File: config.mk
export PLATFORM = sky130hd
export DESIGN_NAME = sdram_cmd_mux
export DESIGN_NICKNAME = d
export VERILOG_FILES = /design/src/design/sdram_pkg.sv /design/src/design/sdram_cmd_mux.sv
export SDC_FILE = /design/constraint.sdc
export NUM_CORES = 1
export LEC_CHECK = 0
export ABC_AREA = 1
export BUFFER_PORTS_ARGS = -buffer_cell sky130_fd_sc_hd__buf_2
export CAP_MARGIN = 20
export CELL_PAD_IN_SITES_DETAIL_PLACEMENT = 0
export CELL_PAD_IN_SITES_GLOBAL_PLACEMENT = 1
export CORE_UTILIZATION = 29
export CTS_BUF_LIST = sky130_fd_sc_hd__clkbuf_8
export CTS_CLUSTER_DIAMETER = 50
export CTS_CLUSTER_SIZE = 40
export DETAILED_ROUTE_END_ITERATION = 16
export PLACE_DENSITY = 0.95
export SYNTH_ARGS = -nofsm -noshare
export SYNTH_HDL_FRONTEND = slang
export SYNTH_SLANG_ARGS = --single-unit
export TNS_END_PERCENT = 1
File: constraint.sdc
create_clock -name clkram -period 2.6 [get_ports clkram]
set_input_delay 0.13 -clock clkram [delete_from_list [all_inputs] [get_ports clkram]]
set_output_delay 0.13 -clock clkram [all_outputs]
set_load 0.03 [all_outputs]
File: src/design/sdram_pkg.sv
`default_nettype none

package sdram_pkg;

   // ----------------------------------------------------------
   // sizes
   // ----------------------------------------------------------
   localparam int ROW_W  = 11;              // row, also chip address bus width
   localparam int COL_W  = 8;               // column inside a row
   localparam int ADDR_W = ROW_W + COL_W;   // client word address
   localparam int DATA_W = 32;              // client word
   localparam int HALF_W = 16;              // chip dq width
   localparam int BE_W   = 4;               // one enable per client byte

   // slot counter, ppu owns 0..7 and cpu owns 8..15
   localparam int SLOT_W        = 4;
   localparam int CPU_SLOT_BASE = 8;

   // ----------------------------------------------------------
   // chip commands {ncs, nras, ncas, nwe}
   // ----------------------------------------------------------
   typedef enum logic [3:0] {
      CMD_INHIBIT      = 4'b1111,
      CMD_NOP          = 4'b0111,
      CMD_ACTIVE       = 4'b0011,
      CMD_READ         = 4'b0101,
      CMD_WRITE        = 4'b0100,
      CMD_BURST_TERM   = 4'b0110,
      CMD_PRECHARGE    = 4'b0010,
      CMD_AUTO_REFRESH = 4'b0001,
      CMD_LOAD_MODE    = 4'b0000
   } sdram_cmd_e;

   localparam int CAS_LAT = 2;

   // single word bursts, sequential, cl2, std op, single writes
   localparam logic [ROW_W-1:0] MODE_WORD = {1'b0, 1'b1, 2'b00, 3'd2, 1'b0, 3'b000};

   // ----------------------------------------------------------
   // packed bundles
   // ----------------------------------------------------------
   typedef struct packed {
      logic              valid;
      logic              write;
      logic [ADDR_W-1:0] addr;    // {row, col}
      logic [DATA_W-1:0] wdata;
      logic [BE_W-1:0]   be;      // high = byte is written
   } client_req_t;

   typedef struct packed {
      logic              valid;   // one cycle pulse
      logic [DATA_W-1:0] rdata;
   } client_rsp_t;

   typedef struct packed {
      sdram_cmd_e        cmd;
      logic [1:0]        ba;
      logic [ROW_W-1:0]  a;
      logic              dqml;
      logic              dqmh;
      logic [HALF_W-1:0] dq_out;
      logic              dq_oe;
   } sdram_bus_t;

   // quiet pin state: inhibit, masks up, dq released
   localparam sdram_bus_t BUS_IDLE = '{cmd: CMD_INHIBIT, ba: '0, a: '0, dqml: 1'b1,
                                       dqmh: 1'b1, dq_out: '0, dq_oe: 1'b0};

endpackage

`default_nettype wire

File: src/design/sdram_cmd_mux.sv
`default_nettype none

module sdram_cmd_mux (
   input  wire                           clkram,
   input  wire                           new_scr,
   input  wire  [sdram_pkg::SLOT_W-1:0]  slot,
   input  wire                           refresh_half,
   input  wire                           refresh_next,
   input  wire                           init_done,
   input  wire  sdram_pkg::sdram_bus_t   init_bus,
   input  wire  sdram_pkg::client_req_t  ppu_held,
   input  wire  sdram_pkg::client_req_t  cpu_held,
   output logic                          ppu_ok,
   output logic                          cpu_ok,
   output logic                          ppu_lo,
   output logic                          ppu_hi,
   output logic                          cpu_lo,
   output logic                          cpu_hi,
   output sdram_pkg::sdram_bus_t         bus
);

   // decision slot to sampling edge: pin register plus cas latency
   localparam int STB_D = sdram_pkg::CAS_LAT + 1;

   typedef struct packed {
      logic fire;   // column command issued
      logic cpu;    // owning port
   } stb_t;

   sdram_pkg::client_req_t        cur;      // request of the half's owner
   sdram_pkg::sdram_bus_t         nxt;
   logic [sdram_pkg::ROW_W-1:0]   row;
   logic [sdram_pkg::ROW_W-1:0]   col_ap;   // column with a10 auto-precharge
   logic [2:0]                    h;        // slot inside the half
   logic                          cpu_half;
   logic                          serve;
   stb_t                          lo_new;
   stb_t                          hi_new;
   stb_t [STB_D-1:0]              lo_sr;
   stb_t [STB_D-1:0]              hi_sr;

   assign cpu_half = (slot >= sdram_pkg::SLOT_W'(sdram_pkg::CPU_SLOT_BASE));
   assign h        = slot[2:0];
   assign cur      = cpu_half ? cpu_held : ppu_held;
   assign serve    = init_done & ~refresh_half & cur.valid;
   assign row      = cur.addr[sdram_pkg::ADDR_W-1:sdram_pkg::COL_W];
   assign col_ap   = {1'b1, {(sdram_pkg::ROW_W-1-sdram_pkg::COL_W){1'b0}},
                      cur.addr[sdram_pkg::COL_W-1:0]};

   // capture permits, the slot before each half begins
   assign ppu_ok = init_done & (slot == '1) & ~refresh_next;
   assign cpu_ok = init_done & (slot == sdram_pkg::SLOT_W'(sdram_pkg::CPU_SLOT_BASE - 1));

   // ----------------------------------------------------------
   // per slot command table
   // ----------------------------------------------------------
   always_comb begin
      nxt = sdram_pkg::BUS_IDLE;
      if (!init_done) begin
         nxt = init_bus;
      end else if (refresh_half) begin
         if (h == 3'd7) nxt.cmd = sdram_pkg::CMD_AUTO_REFRESH;
      end else if (cur.valid) begin
         case (h)
            3'd0, 3'd3: begin   // open row, bank 0 then bank 1
               nxt.cmd = sdram_pkg::CMD_ACTIVE;
               nxt.ba  = {1'b0, h[0]};
               nxt.a   = row;
            end
            3'd2, 3'd5: begin   // h[0] picks bank and half
               nxt.ba = {1'b0, h[0]};
               nxt.a  = col_ap;
               if (cur.write) begin
                  nxt.cmd    = sdram_pkg::CMD_WRITE;
                  nxt.dq_oe  = 1'b1;
                  nxt.dq_out = h[0] ? cur.wdata[sdram_pkg::DATA_W-1:sdram_pkg::HALF_W]
                                    : cur.wdata[sdram_pkg::HALF_W-1:0];
                  nxt.dqml   = ~(h[0] ? cur.be[2] : cur.be[0]);   // dqm masks, be enables
                  nxt.dqmh   = ~(h[0] ? cur.be[3] : cur.be[1]);
               end else begin
                  nxt.cmd  = sdram_pkg::CMD_READ;
                  nxt.dqml = 1'b0;
                  nxt.dqmh = 1'b0;
               end
            end
            default: ;   // inhibit
         endcase
      end
   end

   // low strobe only matters for reads, high one also closes writes
   assign lo_new = '{fire: serve & (h == 3'd2) & ~cur.write, cpu: cpu_half};
   assign hi_new = '{fire: serve & (h == 3'd5), cpu: cpu_half};

   always_ff @(posedge clkram or posedge new_scr) begin
      if (new_scr) begin
         bus   <= sdram_pkg::BUS_IDLE;
         lo_sr <= '0;
         hi_sr <= '0;
      end else begin
         bus   <= nxt;
         lo_sr <= {lo_sr[STB_D-2:0], lo_new};
         hi_sr <= {hi_sr[STB_D-2:0], hi_new};   // lands in the other half
      end
   end

   assign ppu_lo = lo_sr[STB_D-1].fire & ~lo_sr[STB_D-1].cpu;
   assign cpu_lo = lo_sr[STB_D-1].fire &  lo_sr[STB_D-1].cpu;
   assign ppu_hi = hi_sr[STB_D-1].fire & ~hi_sr[STB_D-1].cpu;
   assign cpu_hi = hi_sr[STB_D-1].fire &  hi_sr[STB_D-1].cpu;

   a_oe_only_write: assert property (@(posedge clkram) disable iff (new_scr)
      bus.dq_oe |-> bus.cmd == sdram_pkg::CMD_WRITE);

   // a strobe always finds its port still waiting
   a_strobe_pending: assert property (@(posedge clkram) disable iff (new_scr)
      (ppu_hi |-> ppu_held.valid) and (cpu_hi |-> cpu_held.valid));

endmodule

`default_nettype wire

* Yosys cells after proc, flatten, opt, wreduce, memory -nomap -nowiden
Cells that the tools add are included.
Word-level totals: flip-flop bits (word level) 45, output and inout bits 42
Cells by class: equality and inequality tests 6, multiplexer cells 14, magnitude comparators 1, bitwise operators 18, reductions and logical operators 3
Operator list (number):
- two-way mux 36 bit | 2
- two-way mux 57 bit | 1
- case mux 17 bit (2 select lines) | 1
- two-way mux 32 bit | 1
- two-way mux 19 bit | 1
- two-way mux 17 bit | 1
- two-way mux 16 bit | 1
- AND 1 bit | 12
- two-way mux 4 bit | 2
- equality test 3 x 2 -> 1 bit, second input constant | 2
- equality test 3 bit, second input constant | 2
- NOT 1 bit | 6
- equality test 4 x 3 -> 1 bit, second input constant | 1
- equality test 4 bit, second input constant | 1
- >= comparator 4 bit, second input constant | 1
- OR reduction 2 bit | 2
- logical NOT 3 bit | 1
- two-way mux 1 bit | 3
- two-way mux 2 bit | 1

* Logic depth before layout (Yosys ltp)
Gate-level depths: netlist of run 1.
depth in word-level cells 9, mapped depth 8

* Worst setup path before layout of run 1
Ideal clock, no wire load.
path type input -> output, start input slot[3] in the netlist's numbering, end output ppu_ok, data arrival time 1.464 ns, required time 2.470 ns, stages 4, slack 1.006 ns, path buffers 2, cells stage by stage inv_2 buf_2 buf_2 nor4_1
On the way: cells in the longest elaborated chain, start to end 3
RTL lines:
- from (decl) | RTL line sdram_cmd_mux.sv:6 | input wire [sdram_pkg::SLOT_W-1:0] slot,
- equality test 4 bit | RTL line sdram_cmd_mux.sv:51 | assign ppu_ok = init_done & (slot == '1) & ~refresh_next;
- AND 1 bit (2 in series) | RTL line sdram_cmd_mux.sv:51
- to (decl) | RTL line sdram_cmd_mux.sv:13 | output logic ppu_ok,
No other way between the ends.

* Final worst setup path of run 1
Ends and elaborated chain as after synthesis.

==> impl_metrics.env, run 1 <==
export IMPL_drc=0
export IMPL_rsz0062_at_grt="false"
export IMPL_cp_common_cell="buf_2"
export IMPL_total_power_w=0.00167
export IMPL_cp_required_ns=2.47
export IMPL_dr_pass1_iters=4
export IMPL_maxCapViolCount=0
export IMPL_power_frac_comb_pct=28.2
export IMPL_maxSlewHeadroom_pct=39.6
export IMPL_syn_area_per_cell_um2=6.57
export IMPL_ys_warn_count=0
export IMPL_period_share_pct=62.6
export IMPL_grt_use_total_pct=20.4
export IMPL_drt_wl_total_um=9850
export IMPL_io_buffer_count=200
export IMPL_postSynthCellCount=413
export IMPL_tightest_slew_ns=0.905
export IMPL_switchingPower_w=0.000560
export IMPL_place_hpwl_um=7860
export IMPL_finClkSkew_ns=0.000435
export IMPL_grt_pass1_wl_um=15400
export IMPL_fin_crit_ns=1.63
export IMPL_cts_max_level=2
export IMPL_status="finished, final reports clean"
export IMPL_critPathKind="in2out"
export IMPL_critPathTopFamily="buffers and inverters"
export IMPL_critPathMaxStageDelay_ns=0.34
export IMPL_detail_route_wl_per_cell_um=13.9
export IMPL_crit_buf_inv=4
export IMPL_dp_cells=700
export IMPL_p_sw_share_pct=33.5
export IMPL_hold_buffers=0
export IMPL_hold_slack_ns=0.0196
export IMPL_num_antenna_cells=0
export IMPL_path_cells="buf_2 -> inv_2 -> buf_4 -> nor4_1 -> buf_2"
export IMPL_seq_power_share_pct=45.1
export IMPL_gp_congestion=0.916
export IMPL_power_density_nw_per_um2=435
export IMPL_setup_viol=0
export IMPL_critical_path_slowest_cell="buf_2"
export IMPL_fp_dieArea_um2=9740
export IMPL_start_util_pct=30.5
export IMPL_cts_root_buffer="clkbuf_8"
export IMPL_setup_worst_path_start="slot[3]"
export IMPL_layout_commonest_cell="nand2_1"
export IMPL_fin_util_pct=43.2
export IMPL_die_y_um=98.7
export IMPL_synth_nets=572
export IMPL_ys_types=21
export IMPL_cts_made_buffers=5
export IMPL_fp_row_count=34
export IMPL_grt_ovfl_total=0
export IMPL_arrival_ns=1.50
export IMPL_cts_setup_buffers=0
export IMPL_io_pins=201
export IMPL_fmax_ghz=0.615
export IMPL_intPower_w=0.00111
export IMPL_post_cts_resized=0
export IMPL_drt_first_iter_violations=153
export IMPL_synth_area_um2=2710
export IMPL_leakage_nw=2.34
export IMPL_die_w_um=98.7
export IMPL_cts_buffer_depth=2
export IMPL_coreArea_um2=8890
export IMPL_critPathLaunchType="input port"
export IMPL_cts_sinks=45
export IMPL_max_vdd_ir_drop_v=0.000194
export IMPL_p_clk_share_pct=26.6
export IMPL_clk_pin_slew_worst_paths_ns=0.08
export IMPL_grt_pass1_vias=3198
export IMPL_tns_ns=0
export IMPL_ys_seq_area_share_pct=41.8
export IMPL_final_cell_mix="nand2_1, buf_2, nand3_1"
export IMPL_end_kind="output port"
export IMPL_clk_latency_ns=0.30
export IMPL_antenna_found_initial=0
export IMPL_cp_max_fo=22
export IMPL_routed_via_density=4.65
export IMPL_layout_cells_non_filler=708
export IMPL_grt_max_degree=46
export IMPL_maxSlewViolCount=0
export IMPL_postRouteAntennaNets=0
export IMPL_hold_viol_final=0
export IMPL_drive_above_1_share_pct=37.7
export IMPL_nNetsFinal=758
export IMPL_ys_ff_latch=45
export IMPL_hp_class="in2async"
export IMPL_cts_tree="yes"
export IMPL_timing_rr_start="lo_sr[3]"
export IMPL_area_growth_pct=41.6
export IMPL_vias=3291
-- layout make-up --
type / count / area [um2]
clock buffers: 5 / 68.8
multi-input cells: 328 / 1390
well taps: 108 / 135
fillers: 941 / 5050
flip-flops and latches: 45 / 1130
repair buffers: 203 / 1020
inverters: 16 / 60.1
clock inverters: 3 / 25.0
-- power by group through the flow --
stage                     Clock (W)  Combinational [W]  Sequential [W]
after floorplan                   0           0.000188        0.000843
after global placement            0           0.000469        0.000768
after detailed placement          0           0.000471        0.000769
after CTS                  0.000454           0.000473        0.000755
after global routing       0.000480           0.000521        0.000758
final                      0.000445           0.000471        0.000754
-- cells by family after synthesis --
| family | Yosys count | share of synthesized area [%] |
|---|---|---|
| simple gates | 288 | 43.8 |
| compound gates | 39 | 7.20 |
| buf+inv | 40 | 6.78 |
| flops | 45 | 41.8 |
| mux | 1 | 0.369 |
-- path summary, 6_finish.rpt --
path	to	slack (ns)	cells past startpoint
max	ppu_ok	0.97	5
min	bus[28]	0.02	2
max reg2reg	lo_sr[5]	2.12	0
min reg2reg	hi_sr[3]	0.35	0
max in group asynchronous	bus[29]	2.02	2
min in group clkram	bus[30]	0.02	3
-- per-layer routing --
layer / share of wire (%) / global-route usage, % / routed length (um)
met1: 42 / 25.8 / 4110
met2: 50 / 34.8 / 4930
met3: 5.1 / 2.34 / 499
met4: 3.2 / 9.99 / 312
met5: 0 / 0 / 0
-- synthesized netlist by cell type, drive strengths merged --
master | instances | area share (%)
dfrtp | 39 | 36
nor3 | 2 | 0.37
inv | 15 | 2.1
nand3 | 46 | 8.5
buf | 15 | 3.3
nor2 | 28 | 5.1
a21oi | 2 | 0.37
nor4 | 1 | 0.23
clkbuf | 9 | 1.2
dfstp | 6 | 5.8
o21ai | 37 | 6.8
nand2 | 209 | 29
clkinv | 1 | 0.14
mux2i | 1 | 0.37
or2 | 2 | 0.46
-- through the flow --
stage | cell area [um2] | setup WS, ns
floorplan | 2710 | 1.01
global placement | 3750 | 0.755
detailed placement | 3750 | 0.685
CTS | 3840 | 0.970
global route | 3840 | 0.727
finish | 3840 | 0.974
-- registers in the layout, indices dropped and copies added, names as in the netlist --
name / count
lo_sr: 3
hi_sr: 6
bus: 36
No activity file was read; power rests on OpenSTA's default activity.
==> run 2: changes to the inputs <==
--- a/config.mk
+++ b/config.mk
@@ -5,17 +5,17 @@
 export SDC_FILE = /design/constraint.sdc
 export NUM_CORES = 1
 export LEC_CHECK = 0
-export ABC_AREA = 1
+export ABC_AREA = 0
 export BUFFER_PORTS_ARGS = -buffer_cell sky130_fd_sc_hd__buf_2
 export CAP_MARGIN = 20
 export CELL_PAD_IN_SITES_DETAIL_PLACEMENT = 0
 export CELL_PAD_IN_SITES_GLOBAL_PLACEMENT = 1
-export CORE_UTILIZATION = 29
+export CORE_UTILIZATION = 26
 export CTS_BUF_LIST = sky130_fd_sc_hd__clkbuf_8
 export CTS_CLUSTER_DIAMETER = 50
 export CTS_CLUSTER_SIZE = 40
 export DETAILED_ROUTE_END_ITERATION = 16
-export PLACE_DENSITY = 0.95
+export PLACE_DENSITY = 0.88
 export SYNTH_ARGS = -nofsm -noshare
 export SYNTH_HDL_FRONTEND = slang
 export SYNTH_SLANG_ARGS = --single-unit
==> constraint.sdc (replaced) <==
create_clock -name clkram -period 1.4 [get_ports clkram]
set_input_delay 0.07 -clock clkram [delete_from_list [all_inputs] [get_ports clkram]]
set_output_delay 0.07 -clock clkram [all_outputs]
set_load 0.03 [all_outputs]
==> run 2 against run 1 <==
Power up 92%. Critical endpoint is now bus[5]. Highest routed layer unchanged. Register-to-register slack worse by 1.2 ns. Sequential cell count unchanged. Clock power up 90%. Combinational power up 100%. Synthesized area down 4.3%.
==> impl_metrics.env, run 2 <==
export IMPL_period_share_pct=94.2
export IMPL_ys_ff_latch=45
export IMPL_die_w_um=102
export IMPL_arrival_ns=1.53
export IMPL_cp_max_fo=8
export IMPL_wl_met2_um=4420
export IMPL_max_vdd_ir_drop_v=0.000381
export IMPL_multi_input_comb_area_um2=1240
export IMPL_fmax_ghz=0.758
export IMPL_cp_required_ns=1.61
export IMPL_fp_row_count=36
export IMPL_synth_ff_type="dfrtp_1"
export IMPL_io_pins=201
export IMPL_hold_viol_final=0
export IMPL_maxCapViolCount=0
export IMPL_regMostFlops="bus"
export IMPL_grt_pass1_vias=2615
export IMPL_critPathLaunchType="input port"
export IMPL_async_flop_share_pct=100
export IMPL_setup_viol=0
export IMPL_top_layer="met4"
export IMPL_dpl_cell_area_um2=3850
export IMPL_cts_tree="yes"
export IMPL_regArea_um2=1130
export IMPL_fin_crit_ns=1.32
export IMPL_place_hpwl_um=7070
export IMPL_gp_congestion=0.871
export IMPL_status="finished, final reports clean"
export IMPL_synthTopCellsByArea="dfrtp_1, mux4_2, mux2i_1"
export IMPL_fp_dieArea_um2=10400
export IMPL_cts_max_level=2
export IMPL_ys_warn_count=0
export IMPL_largest_reg_flops=36
export IMPL_top_regs="bus x36, hi_sr x6, lo_sr x3"
export IMPL_routed_via_density=4.41
export IMPL_drt_wl_total_um=8680
export IMPL_dr_pass1_iters=4
export IMPL_layout_commonest_cell="buf_2"
export IMPL_fillers=988
export IMPL_io_buffer_count=200
export IMPL_start_util_pct=26.7
export IMPL_antenna_found_initial=0
export IMPL_finClkSkew_ns=0.00340
export IMPL_layout_cells_non_filler=587
export IMPL_syn_area_per_cell_um2=11.3
export IMPL_synth_edf_count=0
export IMPL_hold_slack_ns=0.0120
export IMPL_synth_nets=388
export IMPL_detail_route_wl_per_cell_um=14.8
export IMPL_synthTopCellsByCount="dfrtp_1, inv_1, nand2_1, o22ai_1, mux2i_1"
export IMPL_end_kind="flip-flop"
export IMPL_grt_use_total_pct=16.5
export IMPL_cts_setup_buffers=0
export IMPL_wl_met3_um=517
export IMPL_hp_class="in2reg"
export IMPL_grt_pass1_wl_um=12700
export IMPL_cts_root_buffer="clkbuf_8"
export IMPL_wl_met1_um=3650
export IMPL_nNetsFinal=612
export IMPL_vias=2590
export IMPL_rsz0062_at_grt="false"
export IMPL_num_antenna_cells=0
export IMPL_final_cell_mix="buf_2, dfrtp_1, inv_1"
export IMPL_critical_path_slowest_cell="or3_1"
export IMPL_maxSlewHeadroom_pct=69.5
export IMPL_clk_pin_slew_worst_paths_ns=0.10
export IMPL_drc=0
export IMPL_grt_max_degree=42
export IMPL_synth_largest_area_cell="dfrtp_1"
export IMPL_critPathKind="in2reg"
export IMPL_cts_made_buffers=5
export IMPL_post_cts_resized=0
export IMPL_drt_first_iter_violations=66
export IMPL_postRouteAntennaNets=0
export IMPL_total_power_w=0.00321
export IMPL_drive_above_1_share_pct=59.5
export IMPL_synth_top_area_share_pct=37.6
export IMPL_ys_seq_area_share_pct=43.7
export IMPL_ys_types=31
export IMPL_coreArea_um2=9730
export IMPL_path_cells="buf_2 -> or3b_1 -> and2_4 -> or3_1 -> buf_4 -> o22ai_1"
export IMPL_stdcell_area_um2=4100
export IMPL_yosysMostFrequentCell="dfrtp_1"
export IMPL_cts_sinks=45
export IMPL_power_density_nw_per_um2=782
export IMPL_postSynthCellCount=229
export IMPL_area_growth_pct=58.1
export IMPL_hold_buffers=16
export IMPL_dp_cells=563
export IMPL_cts_buffer_depth=2
export IMPL_maxSlewViolCount=0
export IMPL_die_y_um=102
export IMPL_leakage_nw=2.19
export IMPL_tightest_slew_ns=0.457
export IMPL_grt_ovfl_total=0
export IMPL_clk_latency_ns=0.30
export IMPL_critPathMaxStageDelay_ns=0.44
export IMPL_synth_area_um2=2590
## run 2: cell count changes after synthesis, moves of 4 or more
cell,delta
buf_1,+4
buf_2,-9
inv_1,+21
mux2i_1,+19
mux4_2,+18
nand2_1,-187
nand3_1,-46
nor2_1,-18
o21ai_0,-31
o21ai_1,-6
o22a_1,+8
o22ai_1,+21
o22ai_2,+10
## run 2: cells by family (layout without fill, tap and decap cells)
logic type                Yosys count  in the layout  share of synthesized area, %
and+or+nand+nor                    45             45                          8.34
AOI/OAI and AO/OA                  43             43                          13.8
buffers and inverters              53            278                          8.68
muxes                              41             41                          24.8
DFF                                45             45                          43.7
xor gates and xnor gates            2              2                         0.675
## run 2: worst max-delay path: cells and delay by family
kind / cells / cell delay [ns]
buffers and inverters: 2 / 0.33
AOI/OAI and AO/OA: 1 / 0.14
and+or+nand+nor: 3 / 0.99
## run 2: layout make-up
type,instances,area share [%]
flip-flops and latches,45,27.6
repair buffers,237,32.8
well taps,133,4.06
clock inverters,3,0.610
clock buffers,5,1.68
multi-input cells,131,30.3
inverters,33,3.02
## run 2: worst paths after layout
path / start / end / slack [ns] / cells after the start
max in group asynchronous: new_scr / bus[32] / 0.50 / 4
min reg2reg: hi_sr[1] / hi_sr[3] / 0.35 / 0
max reg2reg: hi_sr[0] / hi_sr[2] / 0.92 / 0
min: init_bus[13] / bus[13] / 0.01 / 3
min in group asynchronous: new_scr / bus[14] / 0.31 / 3
max: slot[0] / bus[5] / 0.08 / 6
## run 2: stage by stage
step / utilization, % / setup slack (ns) / TNS [ns]
global placement: 39.6 / -0.186 / -2.82
global route: 42.2 / 0.00970 / 0
detailed placement: 39.6 / -0.232 / -3.42
CTS: 42.2 / 0.0907 / 0
floorplan: - / -0.140 / -1.42
finish: 42.2 / 0.0809 / 0
## run 2: per-layer routing
| layer | vias up | track usage, % |
|---|---|---|
| met2 | 111 | 30.1 |
| met4 | 0 | 4.62 |
| li1 | 1260 | - |
| met3 | 10 | 3.56 |
| met1 | 1209 | 19.6 |
| met5 | - | 0 |
## run 2: power breakdown
part	total (W)	switching, W	internal (W)
sequential	0.00140	0.0000183	0.00138
clock	0.000846	0.000482	0.000364
combinational	0.000965	0.000484	0.000481
total	0.00321	0.000984	0.00222
==> run 3: changes to the inputs <==
--- a/config.mk
+++ b/config.mk
@@ -10,12 +10,14 @@
 export CAP_MARGIN = 20
 export CELL_PAD_IN_SITES_DETAIL_PLACEMENT = 0
 export CELL_PAD_IN_SITES_GLOBAL_PLACEMENT = 1
+export CORE_ASPECT_RATIO = 1.75
 export CORE_UTILIZATION = 26
 export CTS_BUF_LIST = sky130_fd_sc_hd__clkbuf_8
 export CTS_CLUSTER_DIAMETER = 50
 export CTS_CLUSTER_SIZE = 40
 export DETAILED_ROUTE_END_ITERATION = 16
 export PLACE_DENSITY = 0.88
+export RECOVER_POWER = 50
 export SYNTH_ARGS = -nofsm -noshare
 export SYNTH_HDL_FRONTEND = slang
 export SYNTH_SLANG_ARGS = --single-unit
==> run 3 against run 2 <==
Via count up 1.9%. Core utilization up 1.2 points. Maximum frequency down 1.5%. Global-route usage up 0.67 points. Highest routed layer unchanged.
==> impl_metrics.env, run 3 (synthesis gave the netlist of run 2 again) <==
export IMPL_timing_rr_start="hi_sr[3]"
export IMPL_arrival_ns=1.56
export IMPL_max_vdd_ir_drop_v=0.000448
export IMPL_cts_made_buffers=5
export IMPL_grt_use_total_pct=17.2
export IMPL_setup_worst_path_start="slot[0]"
export IMPL_drive_above_1_share_pct=56.0
export IMPL_final_cell_mix="buf_2, dfrtp_1, inv_1"
export IMPL_cp_required_ns=1.62
export IMPL_cts_buffer_depth=2
export IMPL_fillers=943
export IMPL_critPathKind="in2reg"
export IMPL_fin_crit_ns=1.34
export IMPL_layout_commonest_cell="buf_2"
export IMPL_layout_cells_non_filler=581
export IMPL_fp_dieArea_um2=10400
export IMPL_grt_ovfl_total=0
export IMPL_cts_tree="yes"
export IMPL_hold_buffers=20
export IMPL_fin_util_pct=43.3
export IMPL_postRouteAntennaNets=0
export IMPL_cp_max_fo=15
export IMPL_top_layer="met4"
export IMPL_routed_via_density=4.54
export IMPL_area_growth_pct=60.1
export IMPL_largest_reg_flops=36
export IMPL_hold_slack_ns=0.0114
export IMPL_maxSlewHeadroom_pct=60.2
export IMPL_tns_ns=0
export IMPL_path_cells="buf_2 -> or3b_1 -> and2_4 -> or3_1 -> buf_12 -> o22ai_1"
export IMPL_period_share_pct=95.7
export IMPL_power_density_nw_per_um2=817
export IMPL_io_pins=201
export IMPL_timing_reg2reg_setup_slack_ns=0.90
export IMPL_regArea_um2=1130
export IMPL_vias=2640
export IMPL_finClkSkew_ns=0.00172
export IMPL_place_hpwl_um=6960
export IMPL_maxSlewViolCount=0
export IMPL_hp_class="in2reg"
export IMPL_rsz0062_at_grt="false"
export IMPL_gp_congestion=0.743
export IMPL_drt_wl_total_um=8790
export IMPL_hold_depth=3
export IMPL_detail_route_wl_per_cell_um=15.1
export IMPL_hold_end="bus[19]"
export IMPL_wl_met1_um=3130
export IMPL_nNetsFinal=617
export IMPL_top_regs="bus x36, hi_sr x6, lo_sr x3"
export IMPL_total_power_w=0.00339
export IMPL_grt_pass1_vias=2857
export IMPL_min_from="init_bus[19]"
export IMPL_num_antenna_cells=0
export IMPL_status="finished, final reports clean"
export IMPL_cts_root_buffer="clkbuf_8"
export IMPL_die_w_um=77.5
export IMPL_reg2reg_to="hi_sr[5]"
export IMPL_antenna_found_initial=0
export IMPL_grt_pass1_wl_um=13800
export IMPL_dp_cells=552
export IMPL_wl_met2_um=4920
export IMPL_clk_pin_slew_worst_paths_ns=0.10
export IMPL_cts_setup_buffers=0
export IMPL_rr_worst_depth=0
export IMPL_wl_met3_um=582
export IMPL_die_y_um=134
export IMPL_post_cts_resized=0
export IMPL_critPathLaunchType="input port"
export IMPL_grt_max_degree=41
export IMPL_multi_input_comb_area_um2=1240
export IMPL_drc=0
export IMPL_setup_viol=0
export IMPL_cts_max_level=2
export IMPL_maxCapViolCount=0
export IMPL_clk_latency_ns=0.30
export IMPL_critical_path_slowest_cell="or3_1"
export IMPL_fmax_ghz=0.747
export IMPL_regMostFlops="bus"
export IMPL_coreArea_um2=9590
export IMPL_tightest_slew_ns=0.597
export IMPL_end_kind="flip-flop"
export IMPL_fp_row_count=47
export IMPL_dr_pass1_iters=6
export IMPL_io_buffer_count=200
export IMPL_start_util_pct=27.1
export IMPL_cts_sinks=45
export IMPL_hold_viol_final=0
export IMPL_critPathMaxStageDelay_ns=0.46
export IMPL_leakage_nw=2.19
export IMPL_drt_first_iter_violations=71
run 3: cell types whose count changed in the layout (fill, tap and decap cells not counted), sizes merged:
cell / before / now
buf: 221 / 206
clkbuf: 5 / 20
dlygate4sd3: 16 / 21
bufinv: 0 / 1
clkinv: 0 / 1
clkinvlp: 1 / 0
inv: 35 / 34
run 3: per-stage QoR:
stage / worst slack (ns) / instance area [um2]
3_3_place_gp: -0.176 / 3850
5_1_grt: 0.0440 / 4150
2_1_floorplan: -0.140 / 2600
4_1_cts: 0.0842 / 4170
3_5_place_dp: -0.244 / 3850
6_report: 0.0606 / 4150
run 3: layer usage:
layer | up-vias | GRT usage (%)
li1 | 1271 | -
met5 | - | 0
met1 | 1219 | 17.5
met4 | 0 | 6.60
met3 | 9 | 3.13
met2 | 141 | 33.7
run 3: critical path: cells and delay by family:
kind,cells,cell delay (ns)
buffers and inverters,2,0.30
AO/OA/AOI/OAI,1,0.13
AND/OR/NAND/NOR,3,1.05
run 3: worst max-delay path by stage:
| stage | endpoint | slack (ns) | cells past startpoint |
|---|---|---|---|
| after floorplan | bus[32] | -0.14 | 6 |
| after global placement | bus[2] | -0.18 | 6 |
| after detailed placement | bus[2] | -0.24 | 6 |
| after CTS | bus[2] | 0.08 | 6 |
| after global routing | bus[6] | 0.04 | 6 |
| final | bus[2] | 0.06 | 6 |
run 3: final cells by class:
type,instances,share of cell area (%)
clock buffer,5,1.66
timing repair buffer,242,33.3
tap,122,3.67
inverter,33,2.98
sequential,45,27.3
multi-input combinational,131,29.9
clock inverter,3,1.20
run 3: power by group:
| group | leakage [nW] | internal (W) | switching (W) | total (W) |
|---|---|---|---|---|
| Clock | 0.0603 | 0.000547 | 0.000485 | 0.00103 |
| Combinational | 1.57 | 0.000482 | 0.000481 | 0.000963 |
| Sequential | 0.567 | 0.00138 | 0.0000198 | 0.00140 |
